[config.mk]
export PLATFORM = sky130hd
export DESIGN_NAME = fetch_unit
export DESIGN_NICKNAME = d
export VERILOG_FILES = /design/src/source/axi_pkg.sv /design/src/source/fetch_pkg.sv /design/src/source/fetch_mem_ctrl.sv /design/src/source/line_buffer.sv /design/src/source/instr_aligner.sv /design/src/source/fetch_unit.sv
export SDC_FILE = /design/constraint.sdc
export NUM_CORES = 1
export LEC_CHECK = 0
export ABC_AREA = 1
export BUFFER_PORTS_ARGS = -buffer_cell sky130_fd_sc_hd__buf_4
export CORE_MARGIN = 2
export CORE_UTILIZATION = 30
export DETAILED_ROUTE_END_ITERATION = 6
export SLEW_MARGIN = 20
export SYNTH_ARGS = -nofsm -noshare
export SYNTH_HDL_FRONTEND = slang
export SYNTH_SLANG_ARGS = --single-unit
[constraint.sdc]
create_clock -name clk -period 7.48 [get_ports clk]
set_clock_uncertainty 0.05 [all_clocks]
set_input_delay 1.496 -clock clk [delete_from_list [all_inputs] [get_ports clk]]
set_output_delay 1.496 -clock clk [all_outputs]
set_load 0.05 [all_outputs]
[src/source/axi_pkg.sv]
// ***********************************************
// axi_pkg: widths and response codes of the
// reduced AXI read port used by instruction fetch.
// ***********************************************
package axi_pkg;

  // byte address width of the read port.
  localparam int addr_width = 32;

  // one read beat carries a whole fetch line.
  localparam int data_width = 64;

  localparam int resp_w = 2;

  // anything other than OKAY is treated as a fetch fault.
  localparam logic [resp_w-1:0] resp_okay = 2'b00;

endpackage : axi_pkg

[src/source/fetch_pkg.sv]
// ***********************************************
// fetch_pkg: instruction, pc and fetch line types
// shared by the instruction fetch front end.
// ***********************************************
package fetch_pkg;

  typedef logic [31:0] instr_t;

  // bit 0 of a RISC-V pc is always zero, so only halfwords are tracked.
  typedef logic [31:1] pc_t;

  // addi x0, x0, 0.
  localparam instr_t nop_instr = 32'h0000_0013;

  // a fetch line holds four halfwords or two full words.
  typedef union packed {
    logic [3:0][15:0] hw;
    logic [1:0][31:0] word;
  } fetch_line_u;

  // low opcode bits of every 32-bit instruction.
  localparam logic [1:0] full_opcode = 2'b11;

  // a halfword starts a 16-bit instruction unless both low bits are set.
  function automatic logic is_compressed(input logic [15:0] hw);
    return hw[1:0] != full_opcode;
  endfunction

endpackage : fetch_pkg

[src/source/fetch_mem_ctrl.sv]
// ***********************************************
// fetch_mem_ctrl: issues sequential line reads on
// the AXI read port and forwards live responses.
// ***********************************************
module fetch_mem_ctrl #(
  parameter int max_outstanding = 2,
  parameter int cnt_w           = 2
) (
  input  logic                             clk,
  input  logic                             rst_n,
  input  logic                             pc_update,
  input  fetch_pkg::pc_t                   pc_in,
  input  logic                             space,
  output logic [cnt_w-1:0]                 outstanding,
  output logic [axi_pkg::addr_width-1:0]   araddr,
  output logic                             arvalid,
  input  logic                             arready,
  input  logic [axi_pkg::data_width-1:0]   rdata,
  input  logic [axi_pkg::resp_w-1:0]       rresp,
  input  logic                             rvalid,
  output logic                             rready,
  output logic                             push,
  output fetch_pkg::fetch_line_u           push_line,
  output fetch_pkg::pc_t                   push_addr,
  output logic                             push_fault
);

  logic [axi_pkg::addr_width-1:3] next_line;  // line of the next request.
  logic [axi_pkg::addr_width-1:3] resp_line;  // line of the next live response.
  logic [cnt_w-1:0]               discard;
  logic [cnt_w-1:0]               out_next;
  logic                           ar_hs;
  logic                           r_hs;
  logic                           drop;
  logic                           issue;

  // responses are always accepted, the buffer space was reserved at request time.
  assign rready = 1'b1;

  assign ar_hs = arvalid && arready;
  assign r_hs  = rvalid && rready;

  // responses owed from before a redirect are dropped in arrival order.
  assign drop = r_hs && (discard != '0);

  // a beat arriving with the redirect itself still belongs to the old stream.
  assign push = r_hs && (discard == '0) && !pc_update;

  assign push_line  = fetch_pkg::fetch_line_u'(rdata);
  assign push_addr  = {resp_line, 2'b00};
  assign push_fault = rresp != axi_pkg::resp_okay;

  // a new request needs a free credit and room in the in-flight count.
  assign issue = !arvalid && space && !pc_update && (outstanding < max_outstanding);

  assign out_next = outstanding + cnt_w'(ar_hs) - cnt_w'(r_hs);

  always_ff @(posedge clk or negedge rst_n) begin
    if (!rst_n) begin
      arvalid     <= 1'b0;
      araddr      <= '0;
      next_line   <= '0;
      resp_line   <= '0;
      outstanding <= '0;
      discard     <= '0;
    end else begin
      outstanding <= out_next;

      // an AR already on the bus is never withdrawn.
      if (ar_hs) begin
        arvalid <= 1'b0;
      end else if (issue) begin
        arvalid <= 1'b1;
      end

      if (pc_update) begin
        next_line <= pc_in[31:3];
        resp_line <= pc_in[31:3];
        // everything in flight, plus a request still waiting for arready, is stale.
        discard   <= out_next + cnt_w'(arvalid && !arready);
      end else begin
        if (drop) begin
          discard <= discard - 1'b1;
        end
        if (push) begin
          resp_line <= resp_line + 1'b1;
        end
        if (issue) begin
          araddr    <= {next_line, 3'b000};
          next_line <= next_line + 1'b1;
        end
      end
    end
  end

endmodule : fetch_mem_ctrl

[src/source/line_buffer.sv]
// ***********************************************
// line_buffer: small FIFO of fetched lines with
// their address and fault flag.
// ***********************************************
module line_buffer #(
  parameter int buf_depth = 2
) (
  input  logic                                clk,
  input  logic                                rst_n,
  input  logic                                pc_update,
  input  logic                                push,
  input  fetch_pkg::fetch_line_u              push_line,
  input  fetch_pkg::pc_t                      push_addr,
  input  logic                                push_fault,
  input  logic                                pop,
  input  logic [$clog2(buf_depth + 1)-1:0]    outstanding,
  output logic                                space,
  output logic                                head_valid,
  output fetch_pkg::fetch_line_u              head_line,
  output fetch_pkg::pc_t                      head_addr,
  output logic                                head_fault
);

  localparam int ptr_w = $clog2(buf_depth);
  localparam int cnt_w = $clog2(buf_depth + 1);

  fetch_pkg::fetch_line_u line_mem [buf_depth];
  fetch_pkg::pc_t         addr_mem [buf_depth];
  logic                   fault_mem[buf_depth];

  logic [ptr_w-1:0] wr_ptr;
  logic [ptr_w-1:0] rd_ptr;
  logic [cnt_w-1:0] count;
  logic [cnt_w:0]   committed;
  logic             do_pop;

  assign head_valid = count != '0;
  assign do_pop     = pop && head_valid;

  assign head_line  = line_mem[rd_ptr];
  assign head_addr  = addr_mem[rd_ptr];
  assign head_fault = fault_mem[rd_ptr];

  // lines already held plus lines still on their way.
  assign committed = {1'b0, count} + {1'b0, outstanding};
  assign space     = committed < buf_depth;

  always_ff @(posedge clk) begin
    if (push) begin
      line_mem[wr_ptr]  <= push_line;
      addr_mem[wr_ptr]  <= push_addr;
      fault_mem[wr_ptr] <= push_fault;
    end
  end

  // pointers wrap on their own since the depth is a power of two.
  always_ff @(posedge clk or negedge rst_n) begin
    if (!rst_n) begin
      wr_ptr <= '0;
      rd_ptr <= '0;
      count  <= '0;
    end else if (pc_update) begin
      wr_ptr <= '0;
      rd_ptr <= '0;
      count  <= '0;
    end else begin
      if (push) wr_ptr <= wr_ptr + 1'b1;
      if (do_pop) rd_ptr <= rd_ptr + 1'b1;
      count <= count + cnt_w'(push) - cnt_w'(do_pop);
    end
  end

endmodule : line_buffer

[src/source/instr_aligner.sv]
// ***********************************************
// instr_aligner: walks fetch lines by halfword and
// emits one aligned instruction per cycle.
// ***********************************************
module instr_aligner (
  input  logic                   clk,
  input  logic                   rst_n,
  input  logic                   pc_update,
  input  fetch_pkg::pc_t         pc_in,
  input  logic                   stall,
  input  logic                   head_valid,
  input  fetch_pkg::fetch_line_u head_line,
  input  fetch_pkg::pc_t         head_addr,
  input  logic                   head_fault,
  output logic                   pop,
  output fetch_pkg::instr_t      instr,
  output fetch_pkg::pc_t         instr_pc,
  output logic                   comp,
  output logic                   fault,
  output logic                   instr_valid
);

  fetch_pkg::pc_t    pc_q;        // start of the next instruction.
  fetch_pkg::pc_t    cur;         // next halfword to consume.
  logic              held_valid;
  logic [15:0]       held_hw;
  logic              held_fault;
  logic [1:0]        idx;
  logic [1:0]        idx_hi;
  logic [15:0]       hw_lo;
  logic [15:0]       hw_hi;
  logic              line_hit;
  logic              go;
  logic              emit;
  logic              start_span;
  logic [1:0]        step;
  fetch_pkg::instr_t nx_instr;
  logic              nx_comp;
  logic              nx_fault;

  // the low half of a spanning instruction is already held.
  assign cur    = held_valid ? pc_q + 31'd1 : pc_q;
  assign idx    = cur[2:1];
  assign idx_hi = idx + 2'd1;
  assign hw_lo  = head_line.hw[idx];
  assign hw_hi  = head_line.hw[idx_hi];

  assign line_hit = head_addr[31:3] == cur[31:3];
  assign go       = head_valid && !stall && !pc_update;

  always_comb begin
    emit       = 1'b0;
    pop        = 1'b0;
    start_span = 1'b0;
    step       = 2'd0;
    nx_instr   = fetch_pkg::nop_instr;
    nx_comp    = 1'b0;
    nx_fault   = head_fault;
    if (go) begin
      if (!line_hit) begin
        pop = 1'b1;  // left over from an older stream.
      end else if (held_valid) begin
        // upper half sits at index 0 of the new line.
        emit     = 1'b1;
        nx_instr = {hw_lo, held_hw};
        nx_fault = held_fault | head_fault;
        step     = 2'd2;
      end else if (fetch_pkg::is_compressed(hw_lo)) begin
        emit     = 1'b1;
        nx_instr = {16'h0000, hw_lo};
        nx_comp  = 1'b1;
        step     = 2'd1;
        pop      = idx == 2'd3;
      end else if (idx == 2'd3) begin
        start_span = 1'b1;  // 32-bit instruction runs into the next line.
        pop        = 1'b1;
      end else begin
        emit     = 1'b1;
        nx_instr = {hw_hi, hw_lo};
        step     = 2'd2;
        pop      = idx == 2'd2;
      end
    end
  end

  always_ff @(posedge clk or negedge rst_n) begin
    if (!rst_n) begin
      pc_q        <= '0;
      held_valid  <= 1'b0;
      instr       <= fetch_pkg::nop_instr;
      instr_pc    <= '0;
      comp        <= 1'b0;
      fault       <= 1'b0;
      instr_valid <= 1'b0;
    end else begin
      instr_valid <= emit;
      if (pc_update) begin
        pc_q       <= pc_in;
        held_valid <= 1'b0;
        instr      <= fetch_pkg::nop_instr;
        comp       <= 1'b0;
        fault      <= 1'b0;
      end else begin
        if (emit) begin
          instr      <= nx_instr;
          instr_pc   <= pc_q;
          comp       <= nx_comp;
          fault      <= nx_fault;
          pc_q       <= pc_q + 31'(step);
          held_valid <= 1'b0;
        end
        if (start_span) held_valid <= 1'b1;
      end
    end
  end

  always_ff @(posedge clk) begin
    if (start_span) begin
      held_hw    <= hw_lo;
      held_fault <= head_fault;
    end
  end

endmodule : instr_aligner

[src/source/fetch_unit.sv]
// ***********************************************
// fetch_unit: instruction fetch front end with
// memory controller, line buffer and aligner.
// ***********************************************
module fetch_unit #(
  parameter int buf_depth       = 2,
  parameter int max_outstanding = 2
) (
  input  logic                           clk,
  input  logic                           rst_n,
  input  fetch_pkg::pc_t                 pc_in,
  input  logic                           pc_update,
  input  logic                           stall,
  output fetch_pkg::instr_t              instr,
  output fetch_pkg::pc_t                 instr_pc,
  output logic                           comp,
  output logic                           fault,
  output logic                           instr_valid,
  output logic [axi_pkg::addr_width-1:0] araddr,
  output logic                           arvalid,
  input  logic                           arready,
  input  logic [axi_pkg::data_width-1:0] rdata,
  input  logic [axi_pkg::resp_w-1:0]     rresp,
  input  logic                           rlast,
  input  logic                           rvalid,
  output logic                           rready
);

  localparam int cnt_w = $clog2(buf_depth + 1);

  logic                   space;
  logic [cnt_w-1:0]       outstanding;
  logic                   beat_valid;
  logic                   push;
  fetch_pkg::fetch_line_u push_line;
  fetch_pkg::pc_t         push_addr;
  logic                   push_fault;
  logic                   pop;
  logic                   head_valid;
  fetch_pkg::fetch_line_u head_line;
  fetch_pkg::pc_t         head_addr;
  logic                   head_fault;

  // every read is one beat, so a beat completes its read only when it is the last.
  assign beat_valid = rvalid & rlast;

  fetch_mem_ctrl #(
    .max_outstanding(max_outstanding),
    .cnt_w          (cnt_w)
  ) u_ctrl (
    .clk        (clk),
    .rst_n      (rst_n),
    .pc_update  (pc_update),
    .pc_in      (pc_in),
    .space      (space),
    .outstanding(outstanding),
    .araddr     (araddr),
    .arvalid    (arvalid),
    .arready    (arready),
    .rdata      (rdata),
    .rresp      (rresp),
    .rvalid     (beat_valid),
    .rready     (rready),
    .push       (push),
    .push_line  (push_line),
    .push_addr  (push_addr),
    .push_fault (push_fault)
  );

  line_buffer #(
    .buf_depth(buf_depth)
  ) u_buf (
    .clk        (clk),
    .rst_n      (rst_n),
    .pc_update  (pc_update),
    .push       (push),
    .push_line  (push_line),
    .push_addr  (push_addr),
    .push_fault (push_fault),
    .pop        (pop),
    .outstanding(outstanding),
    .space      (space),
    .head_valid (head_valid),
    .head_line  (head_line),
    .head_addr  (head_addr),
    .head_fault (head_fault)
  );

  instr_aligner u_align (
    .clk        (clk),
    .rst_n      (rst_n),
    .pc_update  (pc_update),
    .pc_in      (pc_in),
    .stall      (stall),
    .head_valid (head_valid),
    .head_line  (head_line),
    .head_addr  (head_addr),
    .head_fault (head_fault),
    .pop        (pop),
    .instr      (instr),
    .instr_pc   (instr_pc),
    .comp       (comp),
    .fault      (fault),
    .instr_valid(instr_valid)
  );

endmodule : fetch_unit

==> flow_summary.json, run 1 <==
{
  "vias_per_cell": 4.84,
  "placed_cells": 3247,
  "post-route-min-period_ns": 5.85,
  "status": "finished, final reports clean",
  "cellLeakagePower_nw": 10.2,
  "wl_per_cell_microns": 18.0,
  "grt_pass1_wl_microns": 91400,
  "finalHoldWorstSlack_ns": 0.433,
  "worst_ep_arrival_time_ns": 6.31,
  "numCtsBuffers": 44,
  "yosysWarnings": 0,
  "cpPeakStageDelay_ns": 0.67,
  "holdBufCountCts": 0,
  "async_reset_ff_frac": 0.486,
  "rsz0062_at_grt": "false",
  "ys_top_cells_by_count": "nand2_1 (585), inv_1 (241), edfxtp_1 (205)",
  "cp_max_fo": 41,
  "cts_sinks": 399,
  "grt_overflow": 0,
  "cts_buffer_depth": 3,
  "cap_viol_max_count": 0,
  "ys_seq_elements": 399,
  "die_h_microns": 263,
  "finalSetupViolCount": 0,
  "drc_errors": 0,
  "max_slew_margin": 0.340,
  "drtAntennaViolNets": 0,
  "finalInstanceArea_sq_mm": 0.0238,
  "first_global_vias": 15169,
  "start_util": 0.304,
  "synth-main-ff-cell": "edfxtp_1",
  "finalHoldViolCount": 0,
  "cts_resized": 0,
  "clk_latency_ns": 0.58,
  "setup_tns_ns": 0,
  "area_growth_pct": 18.4,
  "grt_max_degree": 87,
  "met1_length_microns": 26800,
  "gp_congestion": 0.915,
  "cts_root_buffer": "clkbuf_16",
  "routed.top_layer": "met4",
  "hold_class": "flip-flop to flip-flop",
  "power_density_mw_per_mm2": 263,
  "stdcell_count": 3330,
  "start_kind": "flip-flop",
  "placed_cell_area_sq_mm": 0.0223,
  "clkTransAtPathRegs_ns": 0.06,
  "worstSetupEndpointType": "flip-flop",
  "dieWidth_microns": 263,
  "synthesis.area_sq_mm": 0.0201,
  "cts_setup_buffers": 0,
  "post-route-util": 0.360,
  "netlist.area_leader.share": 0.307,
  "vias": 16104,
  "met2_length_microns": 26900,
  "finalNetCount": 2548,
  "seq_area_frac_synth": 0.548,
  "coreArea_sq_mm": 0.0660,
  "die-area_sq_mm": 0.0690,
  "antenna_found_initial": 1,
  "fin_crit_sh": 0.782,
  "synth.most_common_cell": "nand2_1",
  "synth_top_area_cell": "edfxtp_1",
  "portBuffers": 199,
  "rows": 94,
  "cts_tree": "done",
  "drive_gt1_frac": 0.141,
  "post-dp-hpwl_microns": 42400,
  "routed_wl_microns": 59900,
  "synth-edff-count": 205,
  "critPathKind": "flip-flop to flip-flop",
  "syn_area_per_cell_sq_um": 8.86,
  "synth_cells": 2267,
  "htreeDepth": 2,
  "max_freq_ghz": 0.171,
  "tightestPinTransition_ns": 0.987,
  "io_pins": 204,
  "synth_area_leaders": "edfxtp_1 (31%), dfrtp_1 (24%), nand2_1 (11%), o21ai_0 (4.7%), inv_1 (4.5%)",
  "grtUsageTotal": 0.171,
  "crit_slowest_cell": "dfrtp_4",
  "initialDrtViolationCount": 1268,
  "cp.required_ns": 7.94,
  "drv_slew": 0,
  "ir_drop_v": 0.000162,
  "first_pass_iters": 6,
  "dr_wl_met3_microns": 4010,
  "ys_types": 52
}
==> flip-flops by register name, indices dropped and copies added (netlist names), 16 cells and up <==
signal,count
u_align.held_hw,16
u_align.instr,32
u_align.instr_pc,31
u_align.pc_q,31
u_buf.addr_mem,58
u_buf.line_mem,128
u_ctrl.araddr,29
u_ctrl.next_line,29
u_ctrl.resp_line,29
==> power breakdown <==
group	switching, mW	internal [mW]	total (mW)
combinational	0.903	0.419	1.32
clock	0.923	1.25	2.17
sequential	0.208	2.53	2.74
==> per-layer routing <==
layer,vias to the layer above,track usage
met4,0,0.0642
met5,-,0
met3,103,0.0329
met2,553,0.266
met1,7575,0.234
li1,7873,-
==> cell type report <==
class,instances,area [sq um]
Multi-Input combinational cell,1520,7650
Antenna cell,1,2.50
Tap cell,864,1080
Timing Repair Buffer,216,1640
Sequential cell,399,11000
Inverter,248,932
Clock inverter,25,243
Clock buffer,57,1200
Fill cell,6731,42200
==> metrics by stage <==
stage          worst slack (ns)  total power [mW]
2_1_floorplan             0.440              3.65
3_3_place_gp               1.73              4.09
3_5_place_dp               1.67              4.11
4_1_cts                    1.62              6.30
5_1_grt                    1.03              6.54
6_report                   1.63              6.24
==> critical path, delay by kind of cell, from the launching register on <==
kind / cells / cell delay [ns]
adders and majority gates: 1 / 0.28
DFF: 1 / 0.67
buffers and inverters: 6 / 1.49
and+or+nand+nor: 13 / 2.61
AOI/OAI and AO/OA: 6 / 0.64
==> placed cells by master (no fill, tap or decap), types with 5 or more instances in the layout <==
cell,count
inv_2,6
inv_1,240
clkinv_2,8
clkinvlp_4,5
o21ai_1,33
a31oi_1,12
buf_4,214
or2_2,17
a22oi_1,5
nor2_2,11
clkbuf_16,45
o21ai_0,187
nor2_4,9
nor4_1,5
a21oi_1,60
edfxtp_1,205
xor2_1,41
nand3_1,164
mux2i_1,47
nand3b_1,9
nand2_1,584
clkbuf_1,9
nand4_1,21
nor3_1,33
nand2_2,8
o221ai_1,19
o211ai_1,21
xnor2_1,12
ha_1,13
dfrtp_1,190
nor2_1,173
clkinv_1,7
==> logic make-up after synthesis <==
group | Yosys count | synth area share
AND/OR/NAND/NOR | 1046 | 0.224
flip-flops | 399 | 0.548
AO/OA/AOI/OAI | 355 | 0.0984
buffers and inverters | 350 | 0.0721
XOR/XNOR | 53 | 0.0231
multiplexers | 47 | 0.0234
adder cells (fa/ha/maj) | 15 | 0.0101
other | 2 | 0.000374
==> path summary, 6_finish.rpt <==
check	startpoint	end	slack [ns]	depth (start not counted)
setup / recovery	u_buf.rd_ptr	u_align.pc_q[27]	1.63	26
hold / removal	u_ctrl.araddr[7]	u_ctrl.araddr[7]	0.43	2
setup reg to reg	u_buf.rd_ptr	u_align.pc_q[27]	1.63	26
hold reg to reg	u_ctrl.araddr[7]	u_ctrl.araddr[7]	0.43	2
max in group asynchronous	rst_n	u_align.instr[29]	5.12	2
min in group asynchronous	rst_n	u_align.instr_pc[29]	0.89	1
Note: power is estimated with default switching activity, not from simulation.
==> inputs of run 2 (changes only) <==
--- a/config.mk
+++ b/config.mk
@@ -5,7 +5,7 @@
 export SDC_FILE = /design/constraint.sdc
 export NUM_CORES = 1
 export LEC_CHECK = 0
-export ABC_AREA = 1
+export ABC_AREA = 0
 export BUFFER_PORTS_ARGS = -buffer_cell sky130_fd_sc_hd__buf_4
 export CORE_MARGIN = 2
 export CORE_UTILIZATION = 30
==> constraint.sdc (replaced) <==
create_clock -name clk -period 5.3 [get_ports clk]
set_clock_uncertainty 0.05 [all_clocks]
set_input_delay 1.06 -clock clk [delete_from_list [all_inputs] [get_ports clk]]
set_output_delay 1.06 -clock clk [all_outputs]
set_load 0.05 [all_outputs]
==> flow_summary.json, run 2 <==
{
  "status": "finished, final reports clean",
  "synth-main-ff-cell": "edfxtp_1",
  "cap_viol_max_count": 0,
  "start_util": 0.304,
  "whs_endpoint": "u_ctrl.araddr[8]",
  "diodes": 0,
  "drtAntennaViolNets": 0,
  "max_freq_ghz": 0.201,
  "ys_types": 79,
  "fin_crit_sh": 0.940,
  "clk_latency_ns": 0.60,
  "hold_class": "flip-flop to flip-flop",
  "cellLeakagePower_nw": 8.77,
  "min_delay_path_depth": 2,
  "nFillCells": 6057,
  "vias": 13251,
  "synth.most_common_cell": "edfxtp_1",
  "ys_top_cells_by_count": "edfxtp_1 (205), dfrtp_1 (191), nand2_1 (172)",
  "synth_area_leaders": "edfxtp_1 (33%), dfrtp_1 (25%), mux2i_1 (5.7%), mux4_2 (4.2%), nand2_1 (3.4%)",
  "wl_per_cell_microns": 21.4,
  "cts_root_buffer": "clkbuf_16",
  "finalSetupViolCount": 0,
  "post-route-min-period_ns": 4.98,
  "cts_tree": "done",
  "total_power_mw": 8.74,
  "netlist.area_leader.share": 0.328,
  "pre_cts_ws_ns": 0.356,
  "first_pass_iters": 5,
  "coreArea_sq_mm": 0.0617,
  "r2r_setup_slack_ns": 0.32,
  "min_from": "u_ctrl.araddr[8]",
  "tightestPinTransition_ns": 0.855,
  "numCtsBuffers": 45,
  "cts_buffer_depth": 3,
  "area_growth_pct": 21.7,
  "final_common_cell": "buf_4",
  "max_slew_margin": 0.430,
  "antenna_found_initial": 0,
  "reg2reg_depth": 15,
  "start_kind": "flip-flop",
  "post-route-util": 0.370,
  "routed_wl_microns": 55500,
  "r2r_end": "u_align.pc_q[11]",
  "largest_reg_flops": 128,
  "finalNetCount": 1843,
  "cts_setup_buffers": 0,
  "regMostFlops": "u_buf.line_mem",
  "clkTransAtPathRegs_ns": 0.06,
  "synth-edff-count": 205,
  "async_reset_ff_frac": 0.486,
  "layout_setup_ws_ns": 0.316,
  "drc_errors": 0,
  "ir_drop_v": 0.000269,
  "first_global_vias": 13138,
  "cts_resized": 0,
  "die-area_sq_mm": 0.0645,
  "cp_max_fo": 17,
  "synth_cells": 1527,
  "power_density_mw_per_mm2": 383,
  "drive_gt1_frac": 0.239,
  "worstSetupEndpointType": "flip-flop",
  "synthesis.area_sq_mm": 0.0187,
  "r2r_start": "u_align.pc_q[14]",
  "critPathKind": "flip-flop to flip-flop",
  "ys_seq_elements": 399,
  "cts_sinks": 399,
  "yosysWarnings": 0,
  "worst_ep_arrival_time_ns": 5.40,
  "finalInstanceArea_sq_mm": 0.0228,
  "drv_slew": 0,
  "cp.required_ns": 5.72,
  "layout_common_cells": "buf_4 (245), edfxtp_1 (205), dfrtp_1 (189)",
  "vias_per_cell": 5.10,
  "syn_area_per_cell_sq_um": 12.3,
  "initialDrtViolationCount": 1147,
  "synth_top_area_cell": "edfxtp_1",
  "dieWidth_microns": 254,
  "htreeDepth": 2,
  "reg_top3": "u_buf.line_mem x128, u_buf.addr_mem x58, u_align.instr x32",
  "rows": 91,
  "finalHoldViolCount": 0,
  "io_pins": 204,
  "setup_tns_ns": 0,
  "gp_congestion": 0.907,
  "grtUsageTotal": 0.171,
  "die_h_microns": 254,
  "placed_cell_area_sq_mm": 0.0213,
  "seq_area_frac_synth": 0.588,
  "holdBufCountCts": 0,
  "grt_max_degree": 81,
  "grt_overflow": 0,
  "post-dp-hpwl_microns": 39200,
  "grt_pass1_wl_microns": 83400,
  "portBuffers": 199,
  "rsz0062_at_grt": "false"
}
## run 2: cell count changes after synthesis, moves of 16 or more
| cell | delta |
|---|---|
| mux2i_1 | +59 |
| nand3_1 | -115 |
| and3_1 | +26 |
| xnor2_1 | +35 |
| nand2_1 | -413 |
| mux2_2 | +38 |
| o221ai_1 | -19 |
| o211ai_1 | -19 |
| inv_1 | -206 |
| nor2_1 | -83 |
| o21ai_1 | -32 |
| mux4_2 | +35 |
| a22o_1 | +16 |
| o21ai_0 | -145 |
## run 2: worst max-delay path: stages, from the launching register on
cell and delay (ns):
dfrtp_1 0.53, and4_1 0.36, nand4_1 0.20, nor4_1 0.70
xnor2_1 0.19, a31oi_1 0.16, nor4_4 0.50, nand3_2 0.15
buf_4 0.23, nor2_2 0.21, ha_1 0.17, a21oi_1 0.08
nand4b_1 0.24, or3_1 0.47, or2_2 0.38, o221a_2 0.26
## run 2: kinds of logic (layout without fill, tap and decap cells)
| kind of cell | after synthesis | count (layout) | synth area share |
|---|---|---|---|
| adder cells (fa/ha/maj) | 15 | 15 | 0.0108 |
| buffers and inverters | 137 | 368 | 0.0306 |
| multiplexers | 179 | 179 | 0.121 |
| other | 2 | 4 | 0.000401 |
| AND/OR/NAND/NOR | 491 | 491 | 0.128 |
| flip-flops | 399 | 399 | 0.588 |
| XOR/XNOR | 80 | 80 | 0.0392 |
| AO/OA/AOI/OAI | 224 | 224 | 0.0817 |
## run 2: layout make-up
| cell class | count | area (sq um) | share of cell area |
|---|---|---|---|
| well taps | 837 | 1050 | 0.0459 |
| flip-flops and latches | 399 | 11000 | 0.483 |
| repair buffers | 248 | 1890 | 0.0830 |
| clock buffers | 60 | 1220 | 0.0536 |
| inverters | 37 | 140 | 0.00614 |
| clock inverters | 23 | 278 | 0.0122 |
| multi-input cells | 993 | 7210 | 0.316 |
## run 2: power by group
part	total [mW]	switching [mW]	internal, mW	leakage (nW)
Combinational	1.76	1.12	0.647	3.76
Clock	3.17	1.33	1.84	0.735
Sequential	3.81	0.263	3.55	4.28
## run 2: worst max path at each step
stage | startpoint | cells past startpoint | to
floorplan | pc_update | 6 | u_buf.addr_mem[0][0]
global placement | u_align.pc_q[7] | 15 | u_align.pc_q[11]
detailed placement | u_align.pc_q[7] | 15 | u_align.pc_q[11]
CTS | u_align.pc_q[7] | 15 | u_align.pc_q[11]
global route | u_align.pc_q[7] | 17 | u_align.pc_q[22]
finish | u_align.pc_q[14] | 15 | u_align.pc_q[11]
## run 2: routing by layer
metal	global-route usage	vias up	part of all wire
li1	-	6042	-
met1	0.237	6722	0.45
met2	0.275	418	0.47
met3	0.0292	69	0.058
met4	0.0491	0	0.024
met5	0	-	0
## run 2: through the flow
step           std cells  hold WS, ns
6_report            2597        0.424
5_1_grt             2597        0.455
4_1_cts             2597        0.430
3_5_place_dp        2514        0.415
3_3_place_gp        2514        0.418
2_1_floorplan       1529        0.399
